==> src/source/cu_pkg.sv <==
`default_nettype none

package cu_pkg;

    ////////////////////////////////////////////////////////////////////////////
    // Field types
    ////////////////////////////////////////////////////////////////////////////

    // Upper five and lower two bits of the instruction, joined
    typedef logic [6:0] opcode_t;

    typedef enum logic [3:0] {
        ALU_ADD  = 4'd0,
        ALU_ADDC = 4'd1,
        ALU_SUB  = 4'd2,
        ALU_SUBC = 4'd3,
        ALU_CMP  = 4'd4,
        ALU_AND  = 4'd5,
        ALU_OR   = 4'd6,
        ALU_EXOR = 4'd7,
        ALU_TEST = 4'd8,
        ALU_LSL  = 4'd9,
        ALU_LSR  = 4'd10,
        ALU_ROL  = 4'd11,
        ALU_ROR  = 4'd12,
        ALU_ASR  = 4'd13,
        ALU_MOV  = 4'd14
    } alu_op_t;

    typedef enum logic [1:0] {
        PC_IMM   = 2'd0,
        PC_STACK = 2'd1,
        PC_INTR  = 2'd2
    } pc_src_t;

    typedef enum logic [1:0] {
        SCR_REG   = 2'd0,
        SCR_IMM   = 2'd1,
        SCR_SP    = 2'd2,
        SCR_SP_M1 = 2'd3
    } scr_addr_t;

    // Codes 2 and 3 unused
    typedef enum logic [1:0] {
        RF_ALU = 2'd0,
        RF_SCR = 2'd1
    } rf_src_t;

    ////////////////////////////////////////////////////////////////////////////
    // Datapath control word
    ////////////////////////////////////////////////////////////////////////////

    typedef struct packed {
        logic      pc_ld;
        logic      pc_inc;
        pc_src_t   pc_src;
        logic      alu_opy_imm;
        alu_op_t   alu_op;
        logic      rf_wr;
        rf_src_t   rf_src;
        logic      sp_ld;
        logic      sp_incr;
        logic      sp_decr;
        logic      scr_we;
        logic      scr_data_pc;
        scr_addr_t scr_addr;
        logic      flg_c_set;
        logic      flg_c_clr;
        logic      flg_c_ld;
        logic      flg_z_ld;
        logic      flg_ld_shadow;
        logic      flg_shad_ld;
        logic      i_set;
        logic      i_clr;
        logic      rst;
    } ctrl_word_t;

    localparam ctrl_word_t CTRL_NONE = ctrl_word_t'('0);

    ////////////////////////////////////////////////////////////////////////////
    // Opcodes
    ////////////////////////////////////////////////////////////////////////////

    localparam opcode_t OP_AND   = 7'b000_0000;
    localparam opcode_t OP_OR    = 7'b000_0001;
    localparam opcode_t OP_EXOR  = 7'b000_0010;
    localparam opcode_t OP_TEST  = 7'b000_0011;
    localparam opcode_t OP_ADD   = 7'b000_0100;
    localparam opcode_t OP_ADDC  = 7'b000_0101;
    localparam opcode_t OP_SUB   = 7'b000_0110;
    localparam opcode_t OP_SUBC  = 7'b000_0111;
    localparam opcode_t OP_CMP   = 7'b000_1000;
    localparam opcode_t OP_MOV   = 7'b000_1001;
    localparam opcode_t OP_LD    = 7'b000_1010;
    localparam opcode_t OP_ST    = 7'b000_1011;
    localparam opcode_t OP_BRN   = 7'b001_0000;
    localparam opcode_t OP_CALL  = 7'b001_0001;
    localparam opcode_t OP_BREQ  = 7'b001_0010;
    localparam opcode_t OP_BRNE  = 7'b001_0011;
    localparam opcode_t OP_BRCS  = 7'b001_0100;
    localparam opcode_t OP_BRCC  = 7'b001_0101;
    localparam opcode_t OP_LSL   = 7'b010_0000;
    localparam opcode_t OP_LSR   = 7'b010_0001;
    localparam opcode_t OP_ROL   = 7'b010_0010;
    localparam opcode_t OP_ROR   = 7'b010_0011;
    localparam opcode_t OP_ASR   = 7'b010_0100;
    localparam opcode_t OP_PUSH  = 7'b010_0101;
    localparam opcode_t OP_POP   = 7'b010_0110;
    localparam opcode_t OP_WSP   = 7'b010_1000;
    localparam opcode_t OP_CLC   = 7'b011_0000;
    localparam opcode_t OP_SEC   = 7'b011_0001;
    localparam opcode_t OP_RET   = 7'b011_0010;
    localparam opcode_t OP_SEI   = 7'b011_0100;
    localparam opcode_t OP_CLI   = 7'b011_0101;
    localparam opcode_t OP_RETID = 7'b011_0110;
    localparam opcode_t OP_RETIE = 7'b011_0111;

    // Immediate families whose low two opcode bits belong to the immediate
    localparam logic [4:0] IMM_AND  = 5'b10000;
    localparam logic [4:0] IMM_OR   = 5'b10001;
    localparam logic [4:0] IMM_EXOR = 5'b10010;
    localparam logic [4:0] IMM_TEST = 5'b10011;
    localparam logic [4:0] IMM_ADD  = 5'b10100;
    localparam logic [4:0] IMM_ADDC = 5'b10101;
    localparam logic [4:0] IMM_SUB  = 5'b10110;
    localparam logic [4:0] IMM_SUBC = 5'b10111;
    localparam logic [4:0] IMM_CMP  = 5'b11000;
    localparam logic [4:0] IMM_MOV  = 5'b11011;
    localparam logic [4:0] IMM_LD   = 5'b11100;
    localparam logic [4:0] IMM_ST   = 5'b11101;

endpackage

`default_nettype wire

==> src/source/ctrl_decode.sv <==
`timescale 1ns/1ps
`default_nettype none

module ctrl_decode (
    input  cu_pkg::opcode_t    opcode,
    input  logic               c,
    input  logic               z,
    output cu_pkg::ctrl_word_t exec_ctrl,
    output logic               illegal
);
    import cu_pkg::*;

    // Common word for every ALU instruction
    function automatic ctrl_word_t alu_ctrl(input alu_op_t op, input logic imm);
        ctrl_word_t w;
        w             = CTRL_NONE;
        w.alu_op      = op;
        w.alu_opy_imm = imm;
        w.rf_wr       = (op != ALU_CMP) && (op != ALU_TEST);
        case (op)
            ALU_AND, ALU_OR, ALU_EXOR, ALU_TEST: begin
                w.flg_c_clr = 1'b1;
                w.flg_z_ld  = 1'b1;
            end
            ALU_MOV: begin
                // Mov leaves the flags alone
            end
            default: begin
                w.flg_c_ld = 1'b1;
                w.flg_z_ld = 1'b1;
            end
        endcase
        return w;
    endfunction

    always_comb begin
        exec_ctrl = CTRL_NONE;
        illegal   = 1'b0;

        case (opcode)
            ////////////////////////////////////////////////////////////////////////
            // Register-register ALU, shifts and rotates
            ////////////////////////////////////////////////////////////////////////
            OP_AND:  exec_ctrl = alu_ctrl(ALU_AND, 1'b0);
            OP_OR:   exec_ctrl = alu_ctrl(ALU_OR, 1'b0);
            OP_EXOR: exec_ctrl = alu_ctrl(ALU_EXOR, 1'b0);
            OP_TEST: exec_ctrl = alu_ctrl(ALU_TEST, 1'b0);
            OP_ADD:  exec_ctrl = alu_ctrl(ALU_ADD, 1'b0);
            OP_ADDC: exec_ctrl = alu_ctrl(ALU_ADDC, 1'b0);
            OP_SUB:  exec_ctrl = alu_ctrl(ALU_SUB, 1'b0);
            OP_SUBC: exec_ctrl = alu_ctrl(ALU_SUBC, 1'b0);
            OP_CMP:  exec_ctrl = alu_ctrl(ALU_CMP, 1'b0);
            OP_MOV:  exec_ctrl = alu_ctrl(ALU_MOV, 1'b0);
            OP_LSL:  exec_ctrl = alu_ctrl(ALU_LSL, 1'b0);
            OP_LSR:  exec_ctrl = alu_ctrl(ALU_LSR, 1'b0);
            OP_ROL:  exec_ctrl = alu_ctrl(ALU_ROL, 1'b0);
            OP_ROR:  exec_ctrl = alu_ctrl(ALU_ROR, 1'b0);
            OP_ASR:  exec_ctrl = alu_ctrl(ALU_ASR, 1'b0);

            ////////////////////////////////////////////////////////////////////////
            // Branches and call
            ////////////////////////////////////////////////////////////////////////
            OP_BRN:  exec_ctrl.pc_ld = 1'b1;
            OP_BREQ: exec_ctrl.pc_ld = z;
            OP_BRNE: exec_ctrl.pc_ld = ~z;
            OP_BRCS: exec_ctrl.pc_ld = c;
            OP_BRCC: exec_ctrl.pc_ld = ~c;
            OP_CALL: begin
                // Return address goes below the stack pointer
                exec_ctrl.pc_ld       = 1'b1;
                exec_ctrl.sp_decr     = 1'b1;
                exec_ctrl.scr_we      = 1'b1;
                exec_ctrl.scr_data_pc = 1'b1;
                exec_ctrl.scr_addr    = SCR_SP_M1;
            end

            ////////////////////////////////////////////////////////////////////////
            // Stack and scratch RAM
            ////////////////////////////////////////////////////////////////////////
            OP_LD: begin
                exec_ctrl.rf_wr    = 1'b1;
                exec_ctrl.rf_src   = RF_SCR;
                exec_ctrl.scr_addr = SCR_REG;
            end
            OP_ST: begin
                exec_ctrl.scr_we   = 1'b1;
                exec_ctrl.scr_addr = SCR_REG;
            end
            OP_PUSH: begin
                exec_ctrl.sp_decr  = 1'b1;
                exec_ctrl.scr_we   = 1'b1;
                exec_ctrl.scr_addr = SCR_SP_M1;
            end
            OP_POP: begin
                exec_ctrl.sp_incr  = 1'b1;
                exec_ctrl.scr_addr = SCR_SP;
                exec_ctrl.rf_wr    = 1'b1;
                exec_ctrl.rf_src   = RF_SCR;
            end
            OP_WSP: exec_ctrl.sp_ld = 1'b1;

            OP_RET, OP_RETID, OP_RETIE: begin
                exec_ctrl.pc_ld    = 1'b1;
                exec_ctrl.pc_src   = PC_STACK;
                exec_ctrl.sp_incr  = 1'b1;
                exec_ctrl.scr_addr = SCR_SP;
                if (opcode != OP_RET) begin
                    // Flags come back from the shadow copy
                    exec_ctrl.flg_ld_shadow = 1'b1;
                    exec_ctrl.flg_c_ld      = 1'b1;
                    exec_ctrl.flg_z_ld      = 1'b1;
                end
                exec_ctrl.i_set = (opcode == OP_RETIE);
                exec_ctrl.i_clr = (opcode == OP_RETID);
            end

            ////////////////////////////////////////////////////////////////////////
            // Flag and interrupt enable
            ////////////////////////////////////////////////////////////////////////
            OP_SEC: exec_ctrl.flg_c_set = 1'b1;
            OP_CLC: exec_ctrl.flg_c_clr = 1'b1;
            OP_SEI: exec_ctrl.i_set     = 1'b1;
            OP_CLI: exec_ctrl.i_clr     = 1'b1;

            default: begin
                // Immediate forms
                case (opcode[6:2])
                    IMM_AND:  exec_ctrl = alu_ctrl(ALU_AND, 1'b1);
                    IMM_OR:   exec_ctrl = alu_ctrl(ALU_OR, 1'b1);
                    IMM_EXOR: exec_ctrl = alu_ctrl(ALU_EXOR, 1'b1);
                    IMM_TEST: exec_ctrl = alu_ctrl(ALU_TEST, 1'b1);
                    IMM_ADD:  exec_ctrl = alu_ctrl(ALU_ADD, 1'b1);
                    IMM_ADDC: exec_ctrl = alu_ctrl(ALU_ADDC, 1'b1);
                    IMM_SUB:  exec_ctrl = alu_ctrl(ALU_SUB, 1'b1);
                    IMM_SUBC: exec_ctrl = alu_ctrl(ALU_SUBC, 1'b1);
                    IMM_CMP:  exec_ctrl = alu_ctrl(ALU_CMP, 1'b1);
                    IMM_MOV:  exec_ctrl = alu_ctrl(ALU_MOV, 1'b1);
                    IMM_LD: begin
                        exec_ctrl.rf_wr    = 1'b1;
                        exec_ctrl.rf_src   = RF_SCR;
                        exec_ctrl.scr_addr = SCR_IMM;
                    end
                    IMM_ST: begin
                        exec_ctrl.scr_we   = 1'b1;
                        exec_ctrl.scr_addr = SCR_IMM;
                    end
                    default: illegal = 1'b1;
                endcase
            end
        endcase
    end

endmodule

`default_nettype wire

==> src/source/ctrl_sequencer.sv <==
`timescale 1ns/1ps
`default_nettype none

module ctrl_sequencer (
    input  logic               CLK,
    input  logic               RESET,
    input  logic               intr,
    input  cu_pkg::ctrl_word_t exec_ctrl,
    input  logic               illegal,
    output cu_pkg::ctrl_word_t ctrl
);
    import cu_pkg::*;

    typedef enum logic [1:0] {
        ST_INIT  = 2'd0,
        ST_FETCH = 2'd1,
        ST_EXEC  = 2'd2,
        ST_INTR  = 2'd3
    } state_t;

    state_t state;
    state_t next_state;

    ////////////////////////////////////////////////////////////////////////////
    // State register
    ////////////////////////////////////////////////////////////////////////////

    always_ff @(posedge CLK) begin
        if (RESET) begin
            state <= ST_INIT;
        end else begin
            state <= next_state;
        end
    end

    always_comb begin
        case (state)
            ST_INIT:  next_state = ST_FETCH;
            ST_FETCH: next_state = ST_EXEC;
            ST_EXEC:  next_state = intr ? ST_INTR : ST_FETCH;
            default:  next_state = ST_FETCH;
        endcase
    end

    ////////////////////////////////////////////////////////////////////////////
    // Output word per state
    ////////////////////////////////////////////////////////////////////////////

    always_comb begin
        ctrl = CTRL_NONE;
        case (state)
            ST_INIT:  ctrl.rst    = 1'b1;
            ST_FETCH: ctrl.pc_inc = 1'b1;
            ST_EXEC: begin
                ctrl     = exec_ctrl;
                // Unknown opcode resets the datapath
                ctrl.rst = illegal;
            end
            default: begin
                // Push the PC, save flags, jump to the vector
                ctrl.pc_src      = PC_INTR;
                ctrl.pc_ld       = 1'b1;
                ctrl.scr_we      = 1'b1;
                ctrl.scr_data_pc = 1'b1;
                ctrl.scr_addr    = SCR_SP_M1;
                ctrl.sp_decr     = 1'b1;
                ctrl.flg_shad_ld = 1'b1;
                ctrl.i_clr       = 1'b1;
            end
        endcase
    end

endmodule

`default_nettype wire

==> src/source/cpu_control_unit.sv <==
`timescale 1ns/1ps
`default_nettype none

module cpu_control_unit (
    input  logic               CLK,
    input  logic               RESET,
    input  logic               c,
    input  logic               z,
    input  logic               intr,
    input  cu_pkg::opcode_t    opcode,
    output cu_pkg::ctrl_word_t ctrl
);
    import cu_pkg::*;

    ctrl_word_t exec_ctrl;
    logic       illegal;

    ctrl_decode u_decode (
        .opcode    (opcode),
        .c         (c),
        .z         (z),
        .exec_ctrl (exec_ctrl),
        .illegal   (illegal)
    );

    ctrl_sequencer u_sequencer (
        .CLK       (CLK),
        .RESET     (RESET),
        .intr      (intr),
        .exec_ctrl (exec_ctrl),
        .illegal   (illegal),
        .ctrl      (ctrl)
    );

endmodule

`default_nettype wire

==> config.mk <==
export PLATFORM = sky130hd
export DESIGN_NAME = cpu_control_unit
export DESIGN_NICKNAME = d
export VERILOG_FILES = /design/src/source/cu_pkg.sv /design/src/source/ctrl_decode.sv /design/src/source/ctrl_sequencer.sv /design/src/source/cpu_control_unit.sv
export SDC_FILE = /design/constraint.sdc
export NUM_CORES = 1
export LEC_CHECK = 0
export ABC_CLOCK_PERIOD_IN_PS = 2100
export BUFFER_PORTS_ARGS = -buffer_cell sky130_fd_sc_hd__buf_2
export CAP_MARGIN = 20
export CORE_MARGIN = 2
export CORE_UTILIZATION = 33
export CTS_CLUSTER_DIAMETER = 50
export DETAILED_ROUTE_END_ITERATION = 16
export GPL_ROUTABILITY_DRIVEN = 0
export GPL_TIMING_DRIVEN = 0
export SYNTH_ARGS = -nofsm -noshare
export SYNTH_HDL_FRONTEND = slang
export SYNTH_SLANG_ARGS = --single-unit
==> constraint.sdc <==
create_clock -name CLK -period 2.1 [get_ports CLK]
set_input_delay 0.315 -clock CLK [delete_from_list [all_inputs] [get_ports CLK]]
set_output_delay 0.315 -clock CLK [all_outputs]
set_load 0.02 [all_outputs]
==> summary.md <==
Run status
• **status** finished clean

Power
• **maximum ir drop on the vdd rail** 0.136 mV
• **share of total power in sequential cells** 11.4%
• **Comb power frac** 66.8%
• **switching portion of total power** 48.3%
• **Pleak** 0.645 nW
• **Tot Pwr** 383 uW
• **net switching power** 185 uW
• **Power per Cell Area** 283 mW/mm2
• **Clock power frac** 21.8%
• **internal power** 198 uW

Route
• **Avg WL per Cell** 14.4 um
• **first-pass detailed-route iteration total** 5
• **iteration-0 DRC count of the detailed router** 74
• **count of unresolved DRC violations after routing** 0
• **remaining antenna violation count after routing** 0
• **count of vias placed by the detailed router** 1,423
• **wire length after detailed routing** 3620 um
• **Vias per Instance** 5.65

Die
• **Die Y-Extent** 61.2 um
• **x dimension of the die** 61.2 um
• **Starting Density** 35.0%
• **Die Footprint** 0.00374 mm2
• **Site Rows** 20
• **Std-Cell Core Area** 0.00308 mm2
• **Boundary Pins** 40

Cells and area
• **fillers** 340
• **area taken by flip-flops and latches** 40.0 um2
• **layout net count** 227
• **ANT cells** 0
• **largest registers** u_sequencer.state (2)
• **final design utilization** 44.0%
• **Most flops, register** u_sequencer.state
• **Final Instance Count excl. Fillers** 252
• **final design area excluding fillers** 0.00135 mm2
• **synthesis-to-layout area growth** 25.5%
• **max reg flops** 2
• **area of the multi-input gates** 897 um2
• **layout cell share with drive strength beyond 1** 30.8%

Global routing
• **maximum number of pins on one net before global-route repair** 11
• **global-route usage over all layers** 19.6%
• **vias in the first global route** 1,225
• **global-route wire length before repair** 5710 um
• **leftover overflow at the end of global routing** 0
• **initial antenna violation count** 0

Critical path
• **data required time at the worst endpoint** 1780 ps
• **Largest stage delay, worst path** 340 ps
• **worst endpoint data arrival time** 1690 ps
• **path type of the worst setup path** reg2out
• **crit path cell chain** inv_1 -> ha_2 -> buf_4 -> buf_4 -> a21boi_0 -> buf_2
• **buffers and inverters on the worst path** 4
• **kind of cell adding the most delay to the critical path** buffers and inverters
• **most prevalent standard cell on the critical path** buf_4
• **Critical Path Sink Type** output pin
• **Worst path slowest cell** dfxtp_1
• **startpoint types** flop
• **Critical Path Fanout Max** 10

Clock tree
• **Worst-path clk slew** 30 ps
• **clock tree root buffer cell** clkbuf_4
• **CTS tree** built
• **post-CTS setup-driven buffer insertion count** 0
• **sink count of the clock tree** 2
• **Clock Latency Late Sink** 220 ps
• **CTS H-tree lvls** 1
• **cts bufs inserted** 3
• **buffers from clock root to sink, at most** 2
• **number of hold buffers added after cts** 0

Synth
• **flip-flop and latch count after synthesis** 2
• **Post-Syn Nets** 185
• **number of enable flip-flop cells after synthesis** 0
• **total of warnings raised by yosys** 0
• **number of standard cells after synthesis** 168
• **most frequent cells after synthesis** nor2_1 (18), inv_1 (10), buf_2 (9), nand3_1 (9), o21ai_0 (9)
• **proportion of synthesized chip area in sequential cells** 3.71%
• **cell taking the most area after synthesis** nor2_1
• **synth unique cells** 50
• **Avg Inst Size Synth** 6.42 um2
• **proportion of netlist area held by the largest area contributor** 6.26%
• **cells taking the most area after synthesis** nor2_1 (6.3%), ha_1 (5.8%), nor2b_1 (4.6%), buf_2 (4.2%), nand3_1 (4.2%)
• **most common cell in the synthesized netlist** nor2_1
• **Syn Std Cell Area** 0.00108 mm2
• **proportion of register bits with asynchronous set or reset after synthesis** 0%
• **dominant synthesized flop cell** dfxtp_1

Hold path
• **Hold Path Class** in2reg

Placement
• **HPWL Detailed** 2800 um
• **number of I/O port buffers** 37
• **Post-Place Setup Slack** -164 ps
• **placed insts** 249
• **standard cell area after detailed placement** 0.00132 mm2

Timing
• **number of hold-slack violations in the final timing report** 0
• **setup slack of the critical path after layout** 94.8 ps
• **Sum Neg Setup Slack** 0 ps
• **pins over their slew limit** 0
• **setup-violating endpoint count in the final report** 0
• **worst-case clock skew** 5.49 ps
• **fin crit share** 95.5%
• **RSZ-0062 raised after global routing** no
• **maximum clock frequency** 499 MHz
• **WHS** 269 ps
• **final critical path time including I/O delays and setup** 2010 ps

Run
• **Maximum Capacitance Violations** 0

==> placed cells by master, fill, tap and decap left out, types with 3 or more instances in the layout <==
cell | synthesis | routed
buf_2 | 9 | 46
nor2_1 | 18 | 17
inv_1 | 10 | 10
o21ai_0 | 9 | 9
nand3_1 | 9 | 9
nor2b_1 | 8 | 8
nand2_1 | 7 | 7
a21oi_1 | 7 | 7
buf_4 | 4 | 6
nand4_1 | 5 | 5
o21a_1 | 5 | 5
nor3b_1 | 5 | 5
o31ai_1 | 5 | 5
nor3_1 | 5 | 5
nand2b_1 | 4 | 4
ha_1 | 5 | 4
a31oi_1 | 3 | 3
or2_2 | 3 | 3
a21boi_0 | 3 | 3
clkbuf_4 | 0 | 3
==> final timing paths <==
| kind | start | end | slack (ps) | cells after the start |
|---|---|---|---|---|
| setup / recovery | u_sequencer.state[0] | ctrl[19] | 90 | 6 |
| setup reg to reg | u_sequencer.state[0] | u_sequencer.state[1] | 930 | 5 |
| hold reg to reg | u_sequencer.state[0] | u_sequencer.state[0] | 650 | 2 |
| hold / removal | RESET | u_sequencer.state[0] | 270 | 2 |
==> logic make-up after synthesis <==
logic type / Yosys count / share of synthesized area (%)
compound gates: 52 / 34.3
xor+xnor: 2 / 1.62
fa+ha+maj: 6 / 6.73
buf+inv: 28 / 13.6
flops: 2 / 3.71
mux: 2 / 1.97
other cells: 1 / 0.348
simple gates: 75 / 37.7
==> area by class of cell <==
| class | count | area share (%) |
|---|---|---|
| plain buffers | 18 | 8.60 |
| clock buffers | 3 | 1.66 |
| inverters | 10 | 2.77 |
| multi-input cells | 138 | 66.3 |
| flip-flops and latches | 2 | 2.96 |
| well taps | 44 | 4.07 |
| repair buffers | 37 | 13.7 |
==> power groups by stage <==
stage | clock [mW] | combinational (mW) | sequential [mW]
2_1_floorplan | 0 | 0.175 | 0.0433
3_5_place_dp | 0 | 0.250 | 0.0441
3_3_place_gp | 0 | 0.251 | 0.0440
5_1_grt | 0.0921 | 0.281 | 0.0438
4_1_cts | 0.0867 | 0.251 | 0.0436
6_report | 0.0835 | 0.256 | 0.0436
==> per-layer routing <==
metal,global-route usage (%),share of wire [%],up-vias,routed length (um)
li1,-,-,689,-
met1,31.5,46,636,1680
met2,27.1,42,94,1530
met3,3.15,10,4,366
met4,3.73,1.2,0,44
met5,0,0,-,0
==> worst register-to-register path, stage by stage, from the launching register on <==
cell     delay (ps)
dfxtp_1         390
inv_1            90
ha_2            220
buf_4           180
a21oi_1         130
nor3b_1          60
==> timing repair <==
item | 4_1_cts | 5_1_grt
endpoints found under the setup margin | 14 | 8
endpoints found under the hold margin | 0 | 0
resized for setup | 4 | 4
(Power assumes the default switching activity.)
